File: config.mk
export PLATFORM = sky130hd
export DESIGN_NAME = instr_processer
export DESIGN_NICKNAME = d
export VERILOG_FILES = /design/src/logic/cpu_pkg.sv /design/src/logic/loader.sv /design/src/logic/decoder.sv /design/src/logic/resolver.sv /design/src/logic/issuer.sv /design/src/logic/comparator.sv /design/src/logic/instr_processer.sv
export SDC_FILE = /design/constraint.sdc
export NUM_CORES = 1
export LEC_CHECK = 0
export BUFFER_PORTS_ARGS = -buffer_cell sky130_fd_sc_hd__buf_2
export CAP_MARGIN = 5
export CELL_PAD_IN_SITES_DETAIL_PLACEMENT = 1
export CELL_PAD_IN_SITES_GLOBAL_PLACEMENT = 2
export CORE_MARGIN = 2
export CORE_UTILIZATION = 41
export CTS_BUF_LIST = sky130_fd_sc_hd__clkbuf_8
export DETAILED_ROUTE_END_ITERATION = 8
export PLACE_DENSITY = 0.85
export REMOVE_ABC_BUFFERS = 1
export SLEW_MARGIN = 20
export SYNTH_ARGS = -nofsm -noshare
export SYNTH_HDL_FRONTEND = slang
export SYNTH_HIERARCHICAL = 1
export SYNTH_SLANG_ARGS = --single-unit
export TNS_END_PERCENT = 1
File: constraint.sdc
create_clock -name clock -period 24.6 [get_ports clock]
set_input_delay 6.15 -clock clock [delete_from_list [all_inputs] [get_ports clock]]
set_output_delay 6.15 -clock clock [all_outputs]
set_load 0.03 [all_outputs]
File: src/logic/cpu_pkg.sv
// CPU package
// Widths, RV32 major opcodes and the decoded opcode set of the front end
package cpu_pkg;

  localparam int XLEN_DEFAULT = 32;
  localparam int REG_W = 5;
  localparam int TAG_W_DEFAULT = 4;  // One tag names one in-flight result
  localparam int NUM_SLOTS = 2;  // Issue width, the datapath is built for a pair

  // ####################
  // RV32 encoding fields
  // ####################
  localparam logic [6:0] OPC_OP = 7'b0110011;
  localparam logic [6:0] OPC_OP_IMM = 7'b0010011;
  localparam logic [6:0] OPC_LUI = 7'b0110111;
  localparam logic [2:0] F3_ADD_SUB = 3'b000;
  localparam logic [2:0] F3_OR = 3'b110;
  localparam logic [2:0] F3_AND = 3'b111;
  localparam logic [6:0] F7_BASE = 7'b0000000;
  localparam logic [6:0] F7_ALT = 7'b0100000;  // SUB

  typedef enum logic [2:0] {
    OP_ADD,
    OP_SUB,
    OP_AND,
    OP_OR,
    OP_ADDI,
    OP_LUI,
    OP_ILLEGAL
  } opcode_e;

endpackage

File: src/logic/loader.sv
// Loader
// Holds the program counter, looks up two sequential words per cycle and
// registers the pair only when both words hit
`timescale 1ns/1ps

module loader #(
  parameter int XLEN = cpu_pkg::XLEN_DEFAULT
) (
  input  logic            clock,
  input  logic            rst_n,
  input  logic            stop,
  input  logic            redirect,
  input  logic [XLEN-1:0] redirect_pc,
  output logic [XLEN-1:0] cache_addr[cpu_pkg::NUM_SLOTS],
  input  logic [31:0]     cache_data[cpu_pkg::NUM_SLOTS],
  input  logic [1:0]      cache_hit,
  output logic [1:0]      fetch_valid,
  output logic [XLEN-1:0] fetch_pc[cpu_pkg::NUM_SLOTS],
  output logic [31:0]     fetch_instr[cpu_pkg::NUM_SLOTS]
);
  import cpu_pkg::*;

  logic [XLEN-1:0] pc;
  logic pair_hit;

  assign cache_addr[0] = pc;
  assign cache_addr[1] = pc + XLEN'(4);
  assign pair_hit = &cache_hit;  // A half pair is never fetched

  always_ff @(posedge clock) begin
    if (!rst_n) begin
      pc <= '0;
      fetch_valid <= '0;
    end else if (redirect) begin
      pc <= redirect_pc;  // Wins over stop and over a miss
      fetch_valid <= '0;
    end else if (!stop) begin
      fetch_valid <= {2{pair_hit}};
      if (pair_hit) begin
        pc <= pc + XLEN'(8);
      end
    end
  end

  always_ff @(posedge clock) begin
    if (!stop && pair_hit) begin
      for (int i = 0; i < NUM_SLOTS; i++) begin
        fetch_pc[i] <= cache_addr[i];
        fetch_instr[i] <= cache_data[i];
      end
    end
  end

endmodule

File: src/logic/decoder.sv
// Decoder
// One slot: maps an RV32 word to opcode, registers and immediate and registers
// the result; unsupported encodings leave as invalid no-ops
`timescale 1ns/1ps

module decoder #(
  parameter int XLEN = cpu_pkg::XLEN_DEFAULT
) (
  input  logic                      clock,
  input  logic                      rst_n,
  input  logic                      stop,
  input  logic                      redirect,
  input  logic                      fetch_valid,
  input  logic [XLEN-1:0]           fetch_pc,
  input  logic [31:0]               fetch_instr,
  output logic                      dec_valid,
  output logic [XLEN-1:0]           dec_pc,
  output cpu_pkg::opcode_e          dec_op,
  output logic [cpu_pkg::REG_W-1:0] dec_rd,
  output logic [cpu_pkg::REG_W-1:0] dec_rs1,
  output logic [cpu_pkg::REG_W-1:0] dec_rs2,
  output logic [XLEN-1:0]           dec_imm,
  output logic                      dec_writes_rd
);
  import cpu_pkg::*;

  opcode_e op;
  logic legal;
  logic [REG_W-1:0] rs1;
  logic [REG_W-1:0] rs2;
  logic [XLEN-1:0] imm;

  always_comb begin
    op = OP_ILLEGAL;
    rs1 = fetch_instr[19:15];
    rs2 = fetch_instr[24:20];
    imm = '0;
    case (fetch_instr[6:0])
      OPC_OP: begin
        case ({fetch_instr[31:25], fetch_instr[14:12]})
          {F7_BASE, F3_ADD_SUB}: op = OP_ADD;
          {F7_ALT, F3_ADD_SUB}: op = OP_SUB;
          {F7_BASE, F3_AND}: op = OP_AND;
          {F7_BASE, F3_OR}: op = OP_OR;
          default: op = OP_ILLEGAL;
        endcase
      end
      OPC_OP_IMM: begin
        rs2 = '0;  // Unused source reads x0 and resolves as ready
        imm = XLEN'($signed(fetch_instr[31:20]));
        op = (fetch_instr[14:12] == F3_ADD_SUB) ? OP_ADDI : OP_ILLEGAL;
      end
      OPC_LUI: begin
        rs1 = '0;
        rs2 = '0;
        imm = XLEN'($signed({fetch_instr[31:12], 12'b0}));
        op = OP_LUI;
      end
      default: op = OP_ILLEGAL;
    endcase
  end

  assign legal = (op != OP_ILLEGAL);

  always_ff @(posedge clock) begin
    if (!rst_n || redirect) begin
      dec_valid <= 1'b0;
      dec_writes_rd <= 1'b0;
    end else if (!stop) begin
      dec_valid <= fetch_valid && legal;
      dec_writes_rd <= fetch_valid && legal && (fetch_instr[11:7] != '0);
    end
  end

  always_ff @(posedge clock) begin
    if (!stop) begin
      dec_pc <= fetch_pc;
      dec_op <= op;
      dec_rd <= fetch_instr[11:7];
      dec_rs1 <= rs1;
      dec_rs2 <= rs2;
      dec_imm <= imm;
    end
  end

  a_valid_is_legal: assert property (@(posedge clock) disable iff (!rst_n)
    dec_valid |-> dec_op != OP_ILLEGAL);

endmodule

File: src/logic/resolver.sv
// Resolver
// Looks up the four sources of a pair in the rename table, catches slot 1
// reading slot 0's result, allocates tags and writes the new mappings
`timescale 1ns/1ps

module resolver #(
  parameter int XLEN = cpu_pkg::XLEN_DEFAULT,
  parameter int TAG_W = cpu_pkg::TAG_W_DEFAULT
) (
  input  logic                      clock,
  input  logic                      rst_n,
  input  logic                      stop,
  input  logic                      redirect,
  input  logic [1:0]                dec_valid,
  input  logic [XLEN-1:0]           dec_pc[2],
  input  cpu_pkg::opcode_e          dec_op[2],
  input  logic [cpu_pkg::REG_W-1:0] dec_rd[2],
  input  logic [cpu_pkg::REG_W-1:0] dec_rs1[2],
  input  logic [cpu_pkg::REG_W-1:0] dec_rs2[2],
  input  logic [XLEN-1:0]           dec_imm[2],
  input  logic [1:0]                dec_writes_rd,
  output logic [cpu_pkg::REG_W-1:0] query_rs[4],
  input  logic [3:0]                query_busy,
  input  logic [TAG_W-1:0]          query_tag[4],
  input  logic [XLEN-1:0]           query_value[4],
  output logic [1:0]                rename_we,
  output logic [cpu_pkg::REG_W-1:0] rename_rd[2],
  output logic [TAG_W-1:0]          rename_tag[2],
  output logic [1:0]                res_valid,
  output logic [XLEN-1:0]           res_pc[2],
  output cpu_pkg::opcode_e          res_op[2],
  output logic [cpu_pkg::REG_W-1:0] res_rd[2],
  output logic [TAG_W-1:0]          res_tag[2],
  output logic [1:0]                res_src1_ready,
  output logic [XLEN-1:0]           res_src1_value[2],
  output logic [TAG_W-1:0]          res_src1_tag[2],
  output logic [1:0]                res_src2_ready,
  output logic [XLEN-1:0]           res_src2_value[2],
  output logic [TAG_W-1:0]          res_src2_tag[2],
  output logic [XLEN-1:0]           res_imm[2]
);
  import cpu_pkg::*;

  logic [TAG_W-1:0] tag_cnt;
  logic [TAG_W-1:0] new_tag[2];
  logic [1:0] alloc;
  logic [3:0] src_ready;
  logic [XLEN-1:0] src_value[4];
  logic [TAG_W-1:0] src_tag[4];

  assign alloc = dec_valid & dec_writes_rd;
  assign new_tag[0] = tag_cnt;
  assign new_tag[1] = tag_cnt + TAG_W'(alloc[0]);  // Slot 0 takes its tag first

  // ####################
  // Source lookup
  // ####################
  always_comb begin
    for (int q = 0; q < 2 * NUM_SLOTS; q++) begin
      query_rs[q] = (q % 2 == 1) ? dec_rs2[q / 2] : dec_rs1[q / 2];
      src_ready[q] = !query_busy[q];
      src_value[q] = query_value[q];
      src_tag[q] = query_tag[q];
      if (query_rs[q] == '0) begin
        src_ready[q] = 1'b1;
        src_value[q] = '0;
      end else if (q >= 2 && alloc[0] && query_rs[q] == dec_rd[0]) begin
        src_ready[q] = 1'b0;  // Waits on the older slot of the same pair
        src_tag[q] = new_tag[0];
      end
    end
  end

  assign rename_we = (stop || redirect) ? 2'b00 : alloc;
  assign rename_rd = dec_rd;
  assign rename_tag = new_tag;

  // ####################
  // Resolve register
  // ####################
  always_ff @(posedge clock) begin
    if (!rst_n) begin
      res_valid <= '0;
      tag_cnt <= '0;
    end else if (redirect) begin
      res_valid <= '0;
    end else if (!stop) begin
      res_valid <= dec_valid;
      tag_cnt <= new_tag[1] + TAG_W'(alloc[1]);  // Wraps at 2^TAG_W
    end
  end

  always_ff @(posedge clock) begin
    if (!stop) begin
      for (int i = 0; i < NUM_SLOTS; i++) begin
        res_pc[i] <= dec_pc[i];
        res_op[i] <= dec_op[i];
        res_rd[i] <= dec_rd[i];
        res_tag[i] <= new_tag[i];
        res_src1_ready[i] <= src_ready[2 * i];
        res_src1_value[i] <= src_value[2 * i];
        res_src1_tag[i] <= src_tag[2 * i];
        res_src2_ready[i] <= src_ready[2 * i + 1];
        res_src2_value[i] <= src_value[2 * i + 1];
        res_src2_tag[i] <= src_tag[2 * i + 1];
        res_imm[i] <= dec_imm[i];
      end
    end
  end

  // No rename write and no tag consumed while the pipe is frozen
  a_stop_blocks_rename: assert property (@(posedge clock) disable iff (!rst_n)
    stop |-> (rename_we == '0) ##1 $stable(tag_cnt));

endmodule

File: src/logic/issuer.sv
// Issuer
// One-deep issue register for the pair; holds it while a valid slot faces a
// full reservation station and raises the pipeline stop
`timescale 1ns/1ps

module issuer #(
  parameter int XLEN = cpu_pkg::XLEN_DEFAULT,
  parameter int TAG_W = cpu_pkg::TAG_W_DEFAULT
) (
  input  logic                      clock,
  input  logic                      rst_n,
  input  logic                      redirect,
  input  logic [1:0]                res_valid,
  input  logic [XLEN-1:0]           res_pc[2],
  input  cpu_pkg::opcode_e          res_op[2],
  input  logic [cpu_pkg::REG_W-1:0] res_rd[2],
  input  logic [TAG_W-1:0]          res_tag[2],
  input  logic [1:0]                res_src1_ready,
  input  logic [XLEN-1:0]           res_src1_value[2],
  input  logic [TAG_W-1:0]          res_src1_tag[2],
  input  logic [1:0]                res_src2_ready,
  input  logic [XLEN-1:0]           res_src2_value[2],
  input  logic [TAG_W-1:0]          res_src2_tag[2],
  input  logic [XLEN-1:0]           res_imm[2],
  input  logic [1:0]                rs_full,
  output logic                      stop,
  output logic [1:0]                iss_valid,
  output logic [XLEN-1:0]           iss_pc[2],
  output cpu_pkg::opcode_e          iss_op[2],
  output logic [cpu_pkg::REG_W-1:0] iss_rd[2],
  output logic [TAG_W-1:0]          iss_tag[2],
  output logic [1:0]                iss_src1_ready,
  output logic [XLEN-1:0]           iss_src1_value[2],
  output logic [TAG_W-1:0]          iss_src1_tag[2],
  output logic [1:0]                iss_src2_ready,
  output logic [XLEN-1:0]           iss_src2_value[2],
  output logic [TAG_W-1:0]          iss_src2_tag[2],
  output logic [XLEN-1:0]           iss_imm[2]
);
  import cpu_pkg::*;

  assign stop = |(iss_valid & rs_full);  // Both slots leave together

  always_ff @(posedge clock) begin
    if (!rst_n || redirect) begin
      iss_valid <= '0;
    end else if (!stop) begin
      iss_valid <= res_valid;
    end
  end

  always_ff @(posedge clock) begin
    if (!stop) begin
      iss_pc <= res_pc;
      iss_op <= res_op;
      iss_rd <= res_rd;
      iss_tag <= res_tag;
      iss_src1_ready <= res_src1_ready;
      iss_src1_value <= res_src1_value;
      iss_src1_tag <= res_src1_tag;
      iss_src2_ready <= res_src2_ready;
      iss_src2_value <= res_src2_value;
      iss_src2_tag <= res_src2_tag;
      iss_imm <= res_imm;
    end
  end

  for (genvar i = 0; i < NUM_SLOTS; i++) begin : gen_hold_check
    a_hold_on_stall: assert property (@(posedge clock) disable iff (!rst_n)
      stop && !redirect |=> $stable(iss_valid[i]) && $stable(iss_pc[i])
        && $stable(iss_op[i]) && $stable(iss_tag[i]) && $stable(iss_src1_tag[i])
        && $stable(iss_src2_tag[i]) && $stable(iss_imm[i]));
  end

endmodule

File: src/logic/comparator.sv
// Comparator
// Snoops both common data bus ports in the issue cycle and readies a waiting
// source whose tag is broadcast; port 0 wins a double match
`timescale 1ns/1ps

module comparator #(
  parameter int XLEN = cpu_pkg::XLEN_DEFAULT,
  parameter int TAG_W = cpu_pkg::TAG_W_DEFAULT
) (
  input  logic                      iss_valid,
  input  logic [XLEN-1:0]           iss_pc,
  input  cpu_pkg::opcode_e          iss_op,
  input  logic [cpu_pkg::REG_W-1:0] iss_rd,
  input  logic [TAG_W-1:0]          iss_tag,
  input  logic                      iss_src1_ready,
  input  logic [XLEN-1:0]           iss_src1_value,
  input  logic [TAG_W-1:0]          iss_src1_tag,
  input  logic                      iss_src2_ready,
  input  logic [XLEN-1:0]           iss_src2_value,
  input  logic [TAG_W-1:0]          iss_src2_tag,
  input  logic [XLEN-1:0]           iss_imm,
  input  logic [1:0]                cdb_valid,
  input  logic [TAG_W-1:0]          cdb_tag[2],
  input  logic [XLEN-1:0]           cdb_value[2],
  output logic                      issue_valid,
  output logic [XLEN-1:0]           issue_pc,
  output cpu_pkg::opcode_e          issue_op,
  output logic [cpu_pkg::REG_W-1:0] issue_rd,
  output logic [TAG_W-1:0]          issue_tag,
  output logic                      issue_src1_ready,
  output logic [XLEN-1:0]           issue_src1_value,
  output logic [TAG_W-1:0]          issue_src1_tag,
  output logic                      issue_src2_ready,
  output logic [XLEN-1:0]           issue_src2_value,
  output logic [TAG_W-1:0]          issue_src2_tag,
  output logic [XLEN-1:0]           issue_imm
);

  // Returns {ready, value} for one source after the snoop
  function automatic logic [XLEN:0] snoop(input logic ready, input logic [XLEN-1:0] value,
                                          input logic [TAG_W-1:0] tag);
    logic [XLEN:0] result;
    result = {ready, value};
    if (!ready) begin
      for (int k = 1; k >= 0; k--) begin  // Port 0 is checked last so it wins
        if (cdb_valid[k] && cdb_tag[k] == tag) begin
          result = {1'b1, cdb_value[k]};
        end
      end
    end
    return result;
  endfunction

  always_comb begin
    {issue_src1_ready, issue_src1_value} = snoop(iss_src1_ready, iss_src1_value, iss_src1_tag);
    {issue_src2_ready, issue_src2_value} = snoop(iss_src2_ready, iss_src2_value, iss_src2_tag);
  end

  assign issue_valid = iss_valid;
  assign issue_pc = iss_pc;
  assign issue_op = iss_op;
  assign issue_rd = iss_rd;
  assign issue_tag = iss_tag;
  assign issue_src1_tag = iss_src1_tag;
  assign issue_src2_tag = iss_src2_tag;
  assign issue_imm = iss_imm;

endmodule

File: src/logic/instr_processer.sv
// Instruction processer
// Two-wide front end of the out-of-order core: fetch, decode, source resolve,
// issue hold and result snoop, frozen as a whole by the issue stall
`timescale 1ns/1ps

module instr_processer #(
  parameter int XLEN = cpu_pkg::XLEN_DEFAULT,
  parameter int TAG_W = cpu_pkg::TAG_W_DEFAULT
) (
  input  logic                      clock,
  input  logic                      rst_n,
  input  logic                      redirect,
  input  logic [XLEN-1:0]           redirect_pc,
  output logic [XLEN-1:0]           cache_addr[2],
  input  logic [31:0]               cache_data[2],
  input  logic [1:0]                cache_hit,
  output logic [cpu_pkg::REG_W-1:0] query_rs[4],
  input  logic [3:0]                query_busy,
  input  logic [TAG_W-1:0]          query_tag[4],
  input  logic [XLEN-1:0]           query_value[4],
  output logic [1:0]                rename_we,
  output logic [cpu_pkg::REG_W-1:0] rename_rd[2],
  output logic [TAG_W-1:0]          rename_tag[2],
  input  logic [1:0]                rs_full,
  input  logic [1:0]                cdb_valid,
  input  logic [TAG_W-1:0]          cdb_tag[2],
  input  logic [XLEN-1:0]           cdb_value[2],
  output logic [1:0]                issue_valid,
  output logic [XLEN-1:0]           issue_pc[2],
  output cpu_pkg::opcode_e          issue_op[2],
  output logic [cpu_pkg::REG_W-1:0] issue_rd[2],
  output logic [TAG_W-1:0]          issue_tag[2],
  output logic [1:0]                issue_src1_ready,
  output logic [XLEN-1:0]           issue_src1_value[2],
  output logic [TAG_W-1:0]          issue_src1_tag[2],
  output logic [1:0]                issue_src2_ready,
  output logic [XLEN-1:0]           issue_src2_value[2],
  output logic [TAG_W-1:0]          issue_src2_tag[2],
  output logic [XLEN-1:0]           issue_imm[2]
);
  import cpu_pkg::*;

  logic stop;  // Issue stall, the only stall source
  logic [NUM_SLOTS-1:0] fetch_valid;
  logic [XLEN-1:0] fetch_pc[NUM_SLOTS];
  logic [31:0] fetch_instr[NUM_SLOTS];
  logic [NUM_SLOTS-1:0] dec_valid;
  logic [NUM_SLOTS-1:0] dec_writes_rd;
  logic [XLEN-1:0] dec_pc[NUM_SLOTS];
  opcode_e dec_op[NUM_SLOTS];
  logic [REG_W-1:0] dec_rd[NUM_SLOTS];
  logic [REG_W-1:0] dec_rs1[NUM_SLOTS];
  logic [REG_W-1:0] dec_rs2[NUM_SLOTS];
  logic [XLEN-1:0] dec_imm[NUM_SLOTS];

  // ####################
  // Resolve and issue stage registers
  // ####################
  logic [NUM_SLOTS-1:0] res_valid, iss_valid;
  logic [XLEN-1:0] res_pc[NUM_SLOTS], iss_pc[NUM_SLOTS];
  opcode_e res_op[NUM_SLOTS], iss_op[NUM_SLOTS];
  logic [REG_W-1:0] res_rd[NUM_SLOTS], iss_rd[NUM_SLOTS];
  logic [TAG_W-1:0] res_tag[NUM_SLOTS], iss_tag[NUM_SLOTS];
  logic [NUM_SLOTS-1:0] res_src1_ready, iss_src1_ready;
  logic [XLEN-1:0] res_src1_value[NUM_SLOTS], iss_src1_value[NUM_SLOTS];
  logic [TAG_W-1:0] res_src1_tag[NUM_SLOTS], iss_src1_tag[NUM_SLOTS];
  logic [NUM_SLOTS-1:0] res_src2_ready, iss_src2_ready;
  logic [XLEN-1:0] res_src2_value[NUM_SLOTS], iss_src2_value[NUM_SLOTS];
  logic [TAG_W-1:0] res_src2_tag[NUM_SLOTS], iss_src2_tag[NUM_SLOTS];
  logic [XLEN-1:0] res_imm[NUM_SLOTS], iss_imm[NUM_SLOTS];

  loader #(.XLEN(XLEN)) loader (.*);

  decoder #(.XLEN(XLEN)) decoder_0 (
    .clock, .rst_n, .stop, .redirect,
    .fetch_valid(fetch_valid[0]), .fetch_pc(fetch_pc[0]), .fetch_instr(fetch_instr[0]),
    .dec_valid(dec_valid[0]), .dec_pc(dec_pc[0]), .dec_op(dec_op[0]), .dec_rd(dec_rd[0]),
    .dec_rs1(dec_rs1[0]), .dec_rs2(dec_rs2[0]), .dec_imm(dec_imm[0]),
    .dec_writes_rd(dec_writes_rd[0])
  );

  decoder #(.XLEN(XLEN)) decoder_1 (
    .clock, .rst_n, .stop, .redirect,
    .fetch_valid(fetch_valid[1]), .fetch_pc(fetch_pc[1]), .fetch_instr(fetch_instr[1]),
    .dec_valid(dec_valid[1]), .dec_pc(dec_pc[1]), .dec_op(dec_op[1]), .dec_rd(dec_rd[1]),
    .dec_rs1(dec_rs1[1]), .dec_rs2(dec_rs2[1]), .dec_imm(dec_imm[1]),
    .dec_writes_rd(dec_writes_rd[1])
  );

  resolver #(.XLEN(XLEN), .TAG_W(TAG_W)) resolver (.*);

  issuer #(.XLEN(XLEN), .TAG_W(TAG_W)) issuer (.*);

  for (genvar i = 0; i < NUM_SLOTS; i++) begin : gen_cmp
    comparator #(.XLEN(XLEN), .TAG_W(TAG_W)) comparator (
      .iss_valid(iss_valid[i]), .iss_pc(iss_pc[i]), .iss_op(iss_op[i]),
      .iss_rd(iss_rd[i]), .iss_tag(iss_tag[i]), .iss_src1_ready(iss_src1_ready[i]),
      .iss_src1_value(iss_src1_value[i]), .iss_src1_tag(iss_src1_tag[i]),
      .iss_src2_ready(iss_src2_ready[i]), .iss_src2_value(iss_src2_value[i]),
      .iss_src2_tag(iss_src2_tag[i]), .iss_imm(iss_imm[i]),
      .cdb_valid, .cdb_tag, .cdb_value,
      .issue_valid(issue_valid[i]), .issue_pc(issue_pc[i]), .issue_op(issue_op[i]),
      .issue_rd(issue_rd[i]), .issue_tag(issue_tag[i]),
      .issue_src1_ready(issue_src1_ready[i]), .issue_src1_value(issue_src1_value[i]),
      .issue_src1_tag(issue_src1_tag[i]), .issue_src2_ready(issue_src2_ready[i]),
      .issue_src2_value(issue_src2_value[i]), .issue_src2_tag(issue_src2_tag[i]),
      .issue_imm(issue_imm[i])
    );
  end

endmodule

==> results of run 1 <==
==> cell usage after synthesis, types with 7 or more instances <==
master    number  share of area
nand2b_1      12         0.0021
nor2_1        33         0.0034
or3_1          7         0.0012
mux2_4         8         0.0033
nand4_1       23         0.0039
buf_2         38         0.0052
or4_1          8         0.0016
nor2b_1      143          0.024
a31oi_1       10         0.0017
dfxtp_1       45          0.025
a21o_1       103          0.021
buf_4        212          0.044
a22o_1        64          0.015
inv_1         14         0.0014
nand3_1       27         0.0037
buf_6         10         0.0031
xnor2_1       69          0.017
o21ai_0       30         0.0041
edfxtp_1     890           0.73
nor4_1        10         0.0017
a221o_1       62          0.017
xor2_1        16         0.0038
nand2_1       48         0.0049
nor3_1        16         0.0022
and2_1       100          0.017
a21oi_1       10         0.0014
and3_1         9         0.0015
clkbuf_1      27         0.0028
==> power groups by stage <==
stage          Clock (mW)  Combinational (mW)  Sequential, mW
2_1_floorplan           0               0.102            1.88
3_3_place_gp            0               0.223            1.87
3_5_place_dp            0               0.227            1.87
4_1_cts              1.31               0.228            1.84
5_1_grt              1.37               0.241            1.84
6_report             1.26               0.229            1.84
==> through the flow <==
stage	instances	util	hold WS [ns]	power [mW]
CTS	4071	0.484	0.396	3.37
global placement	3801	0.451	0.400	2.09
detailed placement	3801	0.451	0.405	2.10
floorplan	1878	-	0.400	1.98
global route	4078	0.484	0.408	3.45
finish	4085	0.484	0.396	3.33
==> per-layer routing <==
layer | routed length [um] | vias up | track usage | part of all wire
met4 | 4100 | 32 | 0.0976 | 0.037
met5 | 241 | - | 0 | 0.0022
met1 | 39400 | 10600 | 0.260 | 0.35
met2 | 56300 | 976 | 0.415 | 0.51
li1 | - | 9326 | - | -
met3 | 11000 | 264 | 0.0867 | 0.099
==> state kept, by name, summed over array words and instances (netlist names), 8 cells and up <==
name / flops
issuer/iss_tag: 8
resolver/res_pc: 64
resolver/res_src1_tag: 8
resolver/res_rd: 10
resolver/res_src2_tag: 8
resolver/res_tag: 8
issuer/iss_src1_tag: 8
loader/fetch_pc: 62
loader/pc: 32
resolver/res_imm: 64
issuer/iss_rd: 10
issuer/iss_imm: 64
issuer/iss_src2_tag: 8
resolver/res_src2_value: 64
decoder_0/dec_imm: 32
loader/fetch_instr: 64
decoder_1/dec_imm: 32
issuer/iss_src2_value: 64
issuer/iss_pc: 64
decoder_1/dec_pc: 32
resolver/res_src1_value: 64
decoder_0/dec_pc: 32
issuer/iss_src1_value: 64
==> worst paths after layout <==
kind | cells after the start | to | start | slack [ns]
setup / recovery | 8 | issue_src1_value[54] | cdb_tag[0] | 9.99
hold / removal | 0 | issuer/iss_src1_value[63]$_DFFE_PN_ | resolver/res_src1_value[63]$_SDFFCE_PN0N_ | 0.40
setup reg to reg | 6 | resolver/res_src1_value[12]$_SDFFCE_PP0N_ | issuer/iss_valid[1]$_SDFFE_PP0N_ | 20.87
hold reg to reg | 0 | issuer/iss_src1_value[63]$_DFFE_PN_ | resolver/res_src1_value[63]$_SDFFCE_PN0N_ | 0.40
==> logic make-up after synthesis <==
family	Yosys count	synth area share
flip-flops	935	0.756
AND/OR/NAND/NOR	490	0.0825
AO/OA/AOI/OAI	332	0.0750
buffers and inverters	308	0.0585
XOR/XNOR	85	0.0204
multiplexers	16	0.00555
adder cells (fa/ha/maj)	6	0.00205
==> area by class of cell <==
type / count / area share
sequential: 935 / 0.646
multi-input combinational: 929 / 0.161
timing repair buffer: 758 / 0.0906
clock buffer: 158 / 0.0508
tap: 1165 / 0.0341
clock inverter: 112 / 0.0155
inverter: 14 / 0.00170
antenna: 14 / 0.000819
==> results.md, run 1 <==
- Status: completed
- Critical Path Sink Type: output pin
- Layout Skew: 0.0444 ns
- Critical path arrival: 8.46 ns
- Area Growth Syn to Fin: 17.1%
- Most frequent cells in the layout: 890 x edfxtp_1, 730 x buf_2, 158 x clkbuf_8
- RSZ-0062 raised after global routing: no
- Sequential share of power: 0.552
- Final setup viols: 0
- Num CTS Buffers: 152
- Max Freq: 0.0684 GHz
- Final ANT Viol Nets: 0
- GRT overflow: 0
- Pin count of the biggest net entering global routing: 167
- Power density over the cells: 77.9 nW/um^2
- Number of global-route vias before repair: 22,600
- Placed Area: 39,900 um^2
- Flops & latches, synth: 935
- Design Area, Final: 42,800 um^2
- # IOs: 731
- IO buf count: 730
- Multi-input logic area: 6870 um^2
- Delay-heaviest family, CP: compound AO/OA/AOI/OAI gates
- Most common cell after layout, fill and taps aside: edfxtp_1
- Net Sw Frac: 0.245
- Post-synth EDFFs: 890
- Drt wl/cell: 27.2 um
- First-pass GRT wire length: 156 mm
- Worst path max stage delay: 0.68 ns
- CP max-delay cell: a2111oi_4
- Yosys cell types: 74
- Synth Warn #: 6
- Startpoint types: input pin
- Vias: 21,200
- CORE AREA: 88,400 um^2
- Hpwl dp: 80.5 mm
- Total internal power: 2.52 mW
- Critical Path RT: 18.45 ns
- Placer Congestion: 0.930
- Pre-CTS WS: 10.03 ns
- 1st-pass router iterations: 5
- Top FF cell, synth: edfxtp_1
- CP dominant cell by count: buf_2
- Mapped Cells: 2,172
- CTS max path bufs: 3
- Seq. cell area: 27,600 um^2
- Register area share after synthesis: 0.756
- Max-Cap Viols: 0
- Row count: 109
- Clk pwr share: 0.379
- Tmin final: 14.61 ns
- DIE HEIGHT: 303 um
- Critical-path cell list: buf_2, xnor2_1, nand3_1, a2111oi_4, buf_4, a22o_1, a21o_1, buf_2
- Buf/Inv on CP: 3
- PnR worst setup slack: 9.99 ns
- Crit path kind: in -> out
- Final Hold Vio Count: 0
- Critical Path Fanout Max: 26
- Hold Crit Class: reg -> reg
- TritonCTS clock tree: built
- Clock latency on the worst-skew pair: 0.81 ns
- Final wirelength: 111 mm
- Setup TNS: 0 ns
- Combinational share of power: 0.069
- DIE AREA: 91,500 um^2
- Final Max Slew Viols: 0
- Chip Width: 303 um
- Antenna violations before repair: 33
- Slew headroom: 0.254
- Post-synthesis cell area: 36,500 um^2
- Clk root buf: clkbuf_8
- Switching Power: 0.816 mW
- Clk slew on worst S/H paths: 0.06 ns
- Cts repair resizes: 0
- VDD IR max: 0.0412 mV
- Effective utilization at floorplan: 0.414
- Drt drc: 0
- Total track usage: 0.237
- Slew @ Worst Pin: 1.12 ns
- TritonCTS Sinks: 935
- Share of cells above drive strength 1: 0.349
- Iteration-0 DRC count of the detailed router: 1,720
- Number of setup buffers added after CTS: 0
- Tcrit/Tclk final: 0.594
- Cts hold-fix bufs: 0
- Syn_area_per_cell: 16.8 um^2
- Leak: 18.0 nW
- Final nets: 3,121
- Via density per instance: 5.20
- Async S/R FF share, synth: 0
- H-tree levels: 4
- Fillers: 8,841
No activity file was read; power rests on OpenSTA's default activity.
==> run 2, diff against run 1 <==
--- a/config.mk
+++ b/config.mk
@@ -5,12 +5,13 @@
 export SDC_FILE = /design/constraint.sdc
 export NUM_CORES = 1
 export LEC_CHECK = 0
+export ABC_AREA = 1
 export BUFFER_PORTS_ARGS = -buffer_cell sky130_fd_sc_hd__buf_2
 export CAP_MARGIN = 5
 export CELL_PAD_IN_SITES_DETAIL_PLACEMENT = 1
 export CELL_PAD_IN_SITES_GLOBAL_PLACEMENT = 2
 export CORE_MARGIN = 2
-export CORE_UTILIZATION = 41
+export CORE_UTILIZATION = 38
 export CTS_BUF_LIST = sky130_fd_sc_hd__clkbuf_8
 export DETAILED_ROUTE_END_ITERATION = 8
 export PLACE_DENSITY = 0.85
==> constraint.sdc (replaced) <==
create_clock -name clock -period 14.22 [get_ports clock]
set_input_delay 3.555 -clock clock [delete_from_list [all_inputs] [get_ports clock]]
set_output_delay 3.555 -clock clock [all_outputs]
set_load 0.03 [all_outputs]
==> results.md, run 2 <==
- Status: completed
- Drt wl/cell: 25.7 um
- Hold Crit Class: reg -> reg
- Mapped Cells: 3,324
- TritonCTS Sinks: 935
- Setup TNS: 0 ns
- Num CTS Buffers: 156
- Cts repair resizes: 0
- Final Max Slew Viols: 0
- Clock latency on the worst-skew pair: 0.85 ns
- RSZ-0062 raised after global routing: no
- Yosys cell types: 42
- Final Core Density: 0.450
- Most common cell after layout, fill and taps aside: edfxtp_1
- Final wirelength: 140 mm
- Crit path kind: in -> out
- Clk slew on worst S/H paths: 0.06 ns
- Number of setup buffers added after CTS: 0
- Startpoint types: input pin
- Slew headroom: 0.254
- Final Hold Vio Count: 0
- Iteration-0 DRC count of the detailed router: 2,053
- Area contributors post-synth: edfxtp_1 69%, nand2_1 7.0%, nor2_1 5.1%, buf_4 4.1%, inv_1 2.4%
- H-tree levels: 4
- Share of cells above drive strength 1: 0.279
- Row count: 117
- Leak: 20.6 nW
- Antenna violations before repair: 46
- Total track usage: 0.261
- Post-synth top cells: 890 x edfxtp_1, 731 x nand2_1, 528 x nor2_1
- Chip Width: 324 um
- Final nets: 4,247
- Final ANT Viol Nets: 0
- Critical path arrival: 6.54 ns
- Pin count of the biggest net entering global routing: 134
- 1st-pass router iterations: 5
- Layout Skew: 0.0478 ns
- Synth Warn #: 6
- Post-synth EDFFs: 890
- VDD IR max: 0.105 mV
- CTS max path bufs: 3
- Via density per instance: 4.97
- First-pass GRT wire length: 195 mm
- GRT overflow: 0
- Tcrit/Tclk final: 0.710
- CORE AREA: 102,000 um^2
- Post-synthesis cell area: 38,900 um^2
- Max-Cap Viols: 0
- Share of the synthesized area in the top cell type: 0.686
- TritonCTS clock tree: built
- Hpwl dp: 96.6 mm
- Syn_area_per_cell: 11.7 um^2
- Tmin final: 10.10 ns
- Most frequent cells in the layout: 890 x edfxtp_1, 730 x buf_2, 729 x nand2_1
- Critical Path RT: 10.66 ns
- # IOs: 731
- Register area share after synthesis: 0.709
- Final setup viols: 0
- Clk root buf: clkbuf_8
- Fillers: 11,200
- Area leader, netlist: edfxtp_1
- Top FF cell, synth: edfxtp_1
- PnR worst setup slack: 4.12 ns
- Max Freq: 0.0991 GHz
- Drt drc: 0
- Critical Path Sink Type: output pin
- Pre-CTS WS: 3.95 ns
- Multi-input logic area: 8130 um^2
- Most frequent cell after synthesis: edfxtp_1
- IO buf count: 730
- Seq. cell area: 27,600 um^2
- Effective utilization at floorplan: 0.383
- Power density over the cells: 136 nW/um^2
- Critical Path Fanout Max: 34
- Vias: 27,000
- Number of global-route vias before repair: 28,200
- Async S/R FF share, synth: 0
- DIE AREA: 105,000 um^2
- Slew @ Worst Pin: 1.11 ns
- Flops & latches, synth: 935
- Cts hold-fix bufs: 0
- Area Growth Syn to Fin: 17.5%
- Placer Congestion: 0.860
- DIE HEIGHT: 324 um
[run 2: cell types whose count changed after synthesis, moves of 31 or more]
cell / change
a21o_1: -103
a21oi_1: +151
a221o_1: -62
a22o_1: -64
and2_1: -99
inv_1: +233
inv_2: +38
nand2_1: +683
nand3_1: +31
nand4_1: +47
nor2_1: +495
nor2b_1: -143
xnor2_1: -58
[run 2: logic make-up (layout without fill, tap and decap cells)]
kind of cell | count (synthesis) | count (layout) | synth area share
AO/OA/AOI/OAI | 250 | 250 | 0.0362
XOR/XNOR | 41 | 41 | 0.00980
adder cells (fa/ha/maj) | 6 | 6 | 0.00193
buffers and inverters | 612 | 1328 | 0.0827
flip-flops | 935 | 935 | 0.709
other | 0 | 24 | 0
AND/OR/NAND/NOR | 1480 | 1480 | 0.160
[run 2: final timing paths]
kind / startpoint / endpoint / slack (ns) / cells past startpoint
min reg2reg: resolver/res_src1_value[30]$_SDFFCE_PP0N_ / issuer/iss_src1_value[30]$_DFFE_PN_ / 0.40 / 0
min: resolver/res_src1_value[30]$_SDFFCE_PP0N_ / issuer/iss_src1_value[30]$_DFFE_PN_ / 0.40 / 0
max: cdb_tag[3] / issue_src1_value[7] / 4.12 / 11
max reg2reg: issuer/iss_valid[0]$_SDFFE_PP0N_ / loader/pc[30]$_SDFFE_PN0P_ / 11.05 / 8
[run 2: layer usage]
| layer | vias up | wire, um | track usage |
|---|---|---|---|
| met5 | - | 320 | 0 |
| met4 | 48 | 5280 | 0.108 |
| met3 | 309 | 12600 | 0.0855 |
| met2 | 1146 | 68300 | 0.444 |
| met1 | 13300 | 53200 | 0.304 |
| li1 | 12200 | - | - |
[run 2: worst max-delay path, stage by stage]
cell and delay (ns):
buf_2 0.16, inv_1 0.07, nand2_1 0.06, nand2_1 0.06, nor2_1 0.11, nand3_2 0.76, nand2_2 0.89, buf_4 0.38
a21oi_1 0.10, nor2_1 0.15, buf_2 0.21
[run 2: final cells by class]
type / count / share of cell area
sequential: 935 / 0.604
multi-input combinational: 1777 / 0.178
timing repair buffer: 759 / 0.0857
clock buffer: 171 / 0.0514
tap: 1368 / 0.0374
inverter: 287 / 0.0240
clock inverter: 111 / 0.0191
antenna: 24 / 0.00131
[run 2: through the flow]
| step | std cells | total power [mW] | area (um^2) | hold slack, ns |
|---|---|---|---|---|
| 3_3_place_gp | 5124 | 3.78 | 42400 | 0.400 |
| 4_1_cts | 5406 | 6.30 | 45700 | 0.406 |
| 2_1_floorplan | 2999 | 3.52 | 36800 | 0.400 |
| 6_report | 5432 | 6.23 | 45800 | 0.397 |
| 3_5_place_dp | 5124 | 3.80 | 42400 | 0.405 |
| 5_1_grt | 5421 | 6.45 | 45700 | 0.408 |
[run 2: where the power goes]
| group | internal [mW] | switching, mW |
|---|---|---|
| Combinational | 0.141 | 0.408 |
| Sequential | 3.13 | 0.0685 |
| Clock | 1.33 | 1.15 |
| Total | 4.60 | 1.63 |
==> run 3, diff against run 2 <==
--- a/config.mk
+++ b/config.mk
@@ -11,10 +11,10 @@
 export CELL_PAD_IN_SITES_DETAIL_PLACEMENT = 1
 export CELL_PAD_IN_SITES_GLOBAL_PLACEMENT = 2
 export CORE_MARGIN = 2
-export CORE_UTILIZATION = 38
+export CORE_UTILIZATION = 34
 export CTS_BUF_LIST = sky130_fd_sc_hd__clkbuf_8
 export DETAILED_ROUTE_END_ITERATION = 8
-export PLACE_DENSITY = 0.85
+export PLACE_DENSITY = 0.8
 export REMOVE_ABC_BUFFERS = 1
 export SLEW_MARGIN = 20
 export SYNTH_ARGS = -nofsm -noshare
==> constraint.sdc (replaced) <==
create_clock -name clock -period 8.18 [get_ports clock]
set_input_delay 2.045 -clock clock [delete_from_list [all_inputs] [get_ports clock]]
set_output_delay 2.045 -clock clock [all_outputs]
set_load 0.03 [all_outputs]
==> results.md, run 3 (synthesis gave the netlist of run 2 again) <==
- Cts repair resizes: 0
- H-tree levels: 4
- Reg-to-reg critical path startpoint: issuer/iss_valid[1]$_SDFFE_PP0N_
- CORE AREA: 114,000 um^2
- Cts hold-fix bufs: 0
- Tcrit/Tclk final: 0.773
- Clock latency on the worst-skew pair: 0.85 ns
- TritonCTS Sinks: 935
- Sequential share of power: 0.518
- DR WL met3: 13.7 mm
- 1st-pass router iterations: 5
- CTS max path bufs: 3
- VDD IR max: 0.144 mV
- Critical Path Fanout Max: 32
- Top Metal Used: met5
- RSZ-0062 raised after global routing: no
- Via density per instance: 4.77
- Max Freq: 0.158 GHz
- Hold_sp: resolver/res_src1_value[42]$_SDFFCE_PN0N_
- TritonCTS clock tree: built
- Final setup viols: 0
- Layout Skew: 0.0513 ns
- DIE AREA: 117,000 um^2
- First-pass GRT wire length: 193 mm
- Switching Power: 2.87 mW
- Total track usage: 0.229
- Chip Width: 342 um
- Final Hold Vio Count: 0
- Placer Congestion: 0.844
- Hold Crit Class: reg -> reg
- Effective utilization at floorplan: 0.341
- Drt wl/cell: 24.6 um
- Critical path arrival: 4.28 ns
- Final Max Slew Viols: 0
- Hpwl dp: 94.5 mm
- IO buf count: 730
- Most frequent cells in the layout: 890 x edfxtp_1, 730 x buf_2, 729 x nand2_1
- Final wirelength: 137 mm
- Status: completed
- DIE HEIGHT: 342 um
- Net Sw Frac: 0.267
- Clk slew on worst S/H paths: 0.06 ns
- Slew @ Worst Pin: 1.08 ns
- Final Power: 10.7 mW
- Antenna violations before repair: 53
- Crit path kind: in -> out
- Metal2 WL: 66.8 mm
- Final ANT Viol Nets: 0
- GRT overflow: 0
- Clk root buf: clkbuf_8
- Total internal power: 7.86 mW
- Row count: 124
- Critical Path RT: 6.14 ns
- Critical Path Sink Type: output pin
- Power density over the cells: 234 nW/um^2
- Setup TNS: 0 ns
- Combinational share of power: 0.089
- Critical path origin: cdb_tag[0]
- Clk pwr share: 0.393
- Most common cell after layout, fill and taps aside: edfxtp_1
- Area Growth Syn to Fin: 17.9%
- Startpoint types: input pin
- Leak: 20.7 nW
- Vias: 26,600
- Met1 wire length: 52.8 mm
- Iteration-0 DRC count of the detailed router: 1,673
- # IOs: 731
- Tmin final: 6.33 ns
- Number of setup buffers added after CTS: 0
- Final nets: 4,253
- Slew headroom: 0.280
- Number of global-route vias before repair: 27,900
- Num CTS Buffers: 158
- Max-Cap Viols: 0
- Pin count of the biggest net entering global routing: 143
- Drt drc: 0
- Share of cells above drive strength 1: 0.277
-- run 3: cell types whose count changed in the layout (fill, tap and decap cells not counted), sizes merged --
cell,before,now
clkinv,56,41
clkinvlp,2,1
bufinv,11,8
buf,759,763
inv,329,356
diode,24,22
clkbuf,171,165
-- run 3: stage by stage --
step                      utilization  hold slack, ns  std cells  area (um^2)  setup slack [ns]
after floorplan                     -           0.400       2999        36800            -0.571
after global placement          0.374           0.400       5273        42700              1.92
after detailed placement        0.374           0.405       5273        42700              1.80
after CTS                       0.402           0.384       5557        45800              1.80
after global routing            0.402           0.397       5567        45900              1.67
final                           0.403           0.390       5580        45900              1.85
-- run 3: area by class of cell --
type                    count  area, um^2
fillers                 12700       68100
clock inverters           119         890
multi-input cells        1777        8130
clock buffers             165        2270
diodes                     22        55.1
flip-flops and latches    935       27600
well taps                1512        1890
repair buffers            763        3960
inverters                 287        1090
-- run 3: worst paths after layout --
kind              cells after the start  slack, ns                                        end
hold / removal                        0       0.39        issuer/iss_src1_value[42]$_DFFE_PN_
hold reg to reg                       0       0.39        issuer/iss_src1_value[42]$_DFFE_PN_
setup reg to reg                      4       5.24  resolver/res_src2_value[41]$_SDFFCE_PN0N_
setup / recovery                     10       1.85                       issue_src2_value[35]
-- run 3: layer usage --
layer  global-route usage  up-vias
li1                     -    12200
met1                0.269    13200
met2                0.385      976
met3               0.0866      280
met4               0.0768       56
met5                    0        -
-- run 3: worst max-delay path, stage by stage --
cell and delay (ns):
buf_2 0.13, inv_1 0.07, nand2_1 0.05, nand2_1 0.06
nor2_1 0.14, nand3_2 0.39, nand2_2 0.83, a21oi_1 0.18
nor2_1 0.14, buf_2 0.21
-- run 3: power groups by stage --
stage	clock (mW)	combinational (mW)	sequential, mW
2_1_floorplan	0	0.409	5.72
3_3_place_gp	0	0.943	5.65
3_5_place_dp	0	0.958	5.66
4_1_cts	4.36	0.962	5.56
5_1_grt	4.54	1.02	5.58
6_report	4.22	0.956	5.56
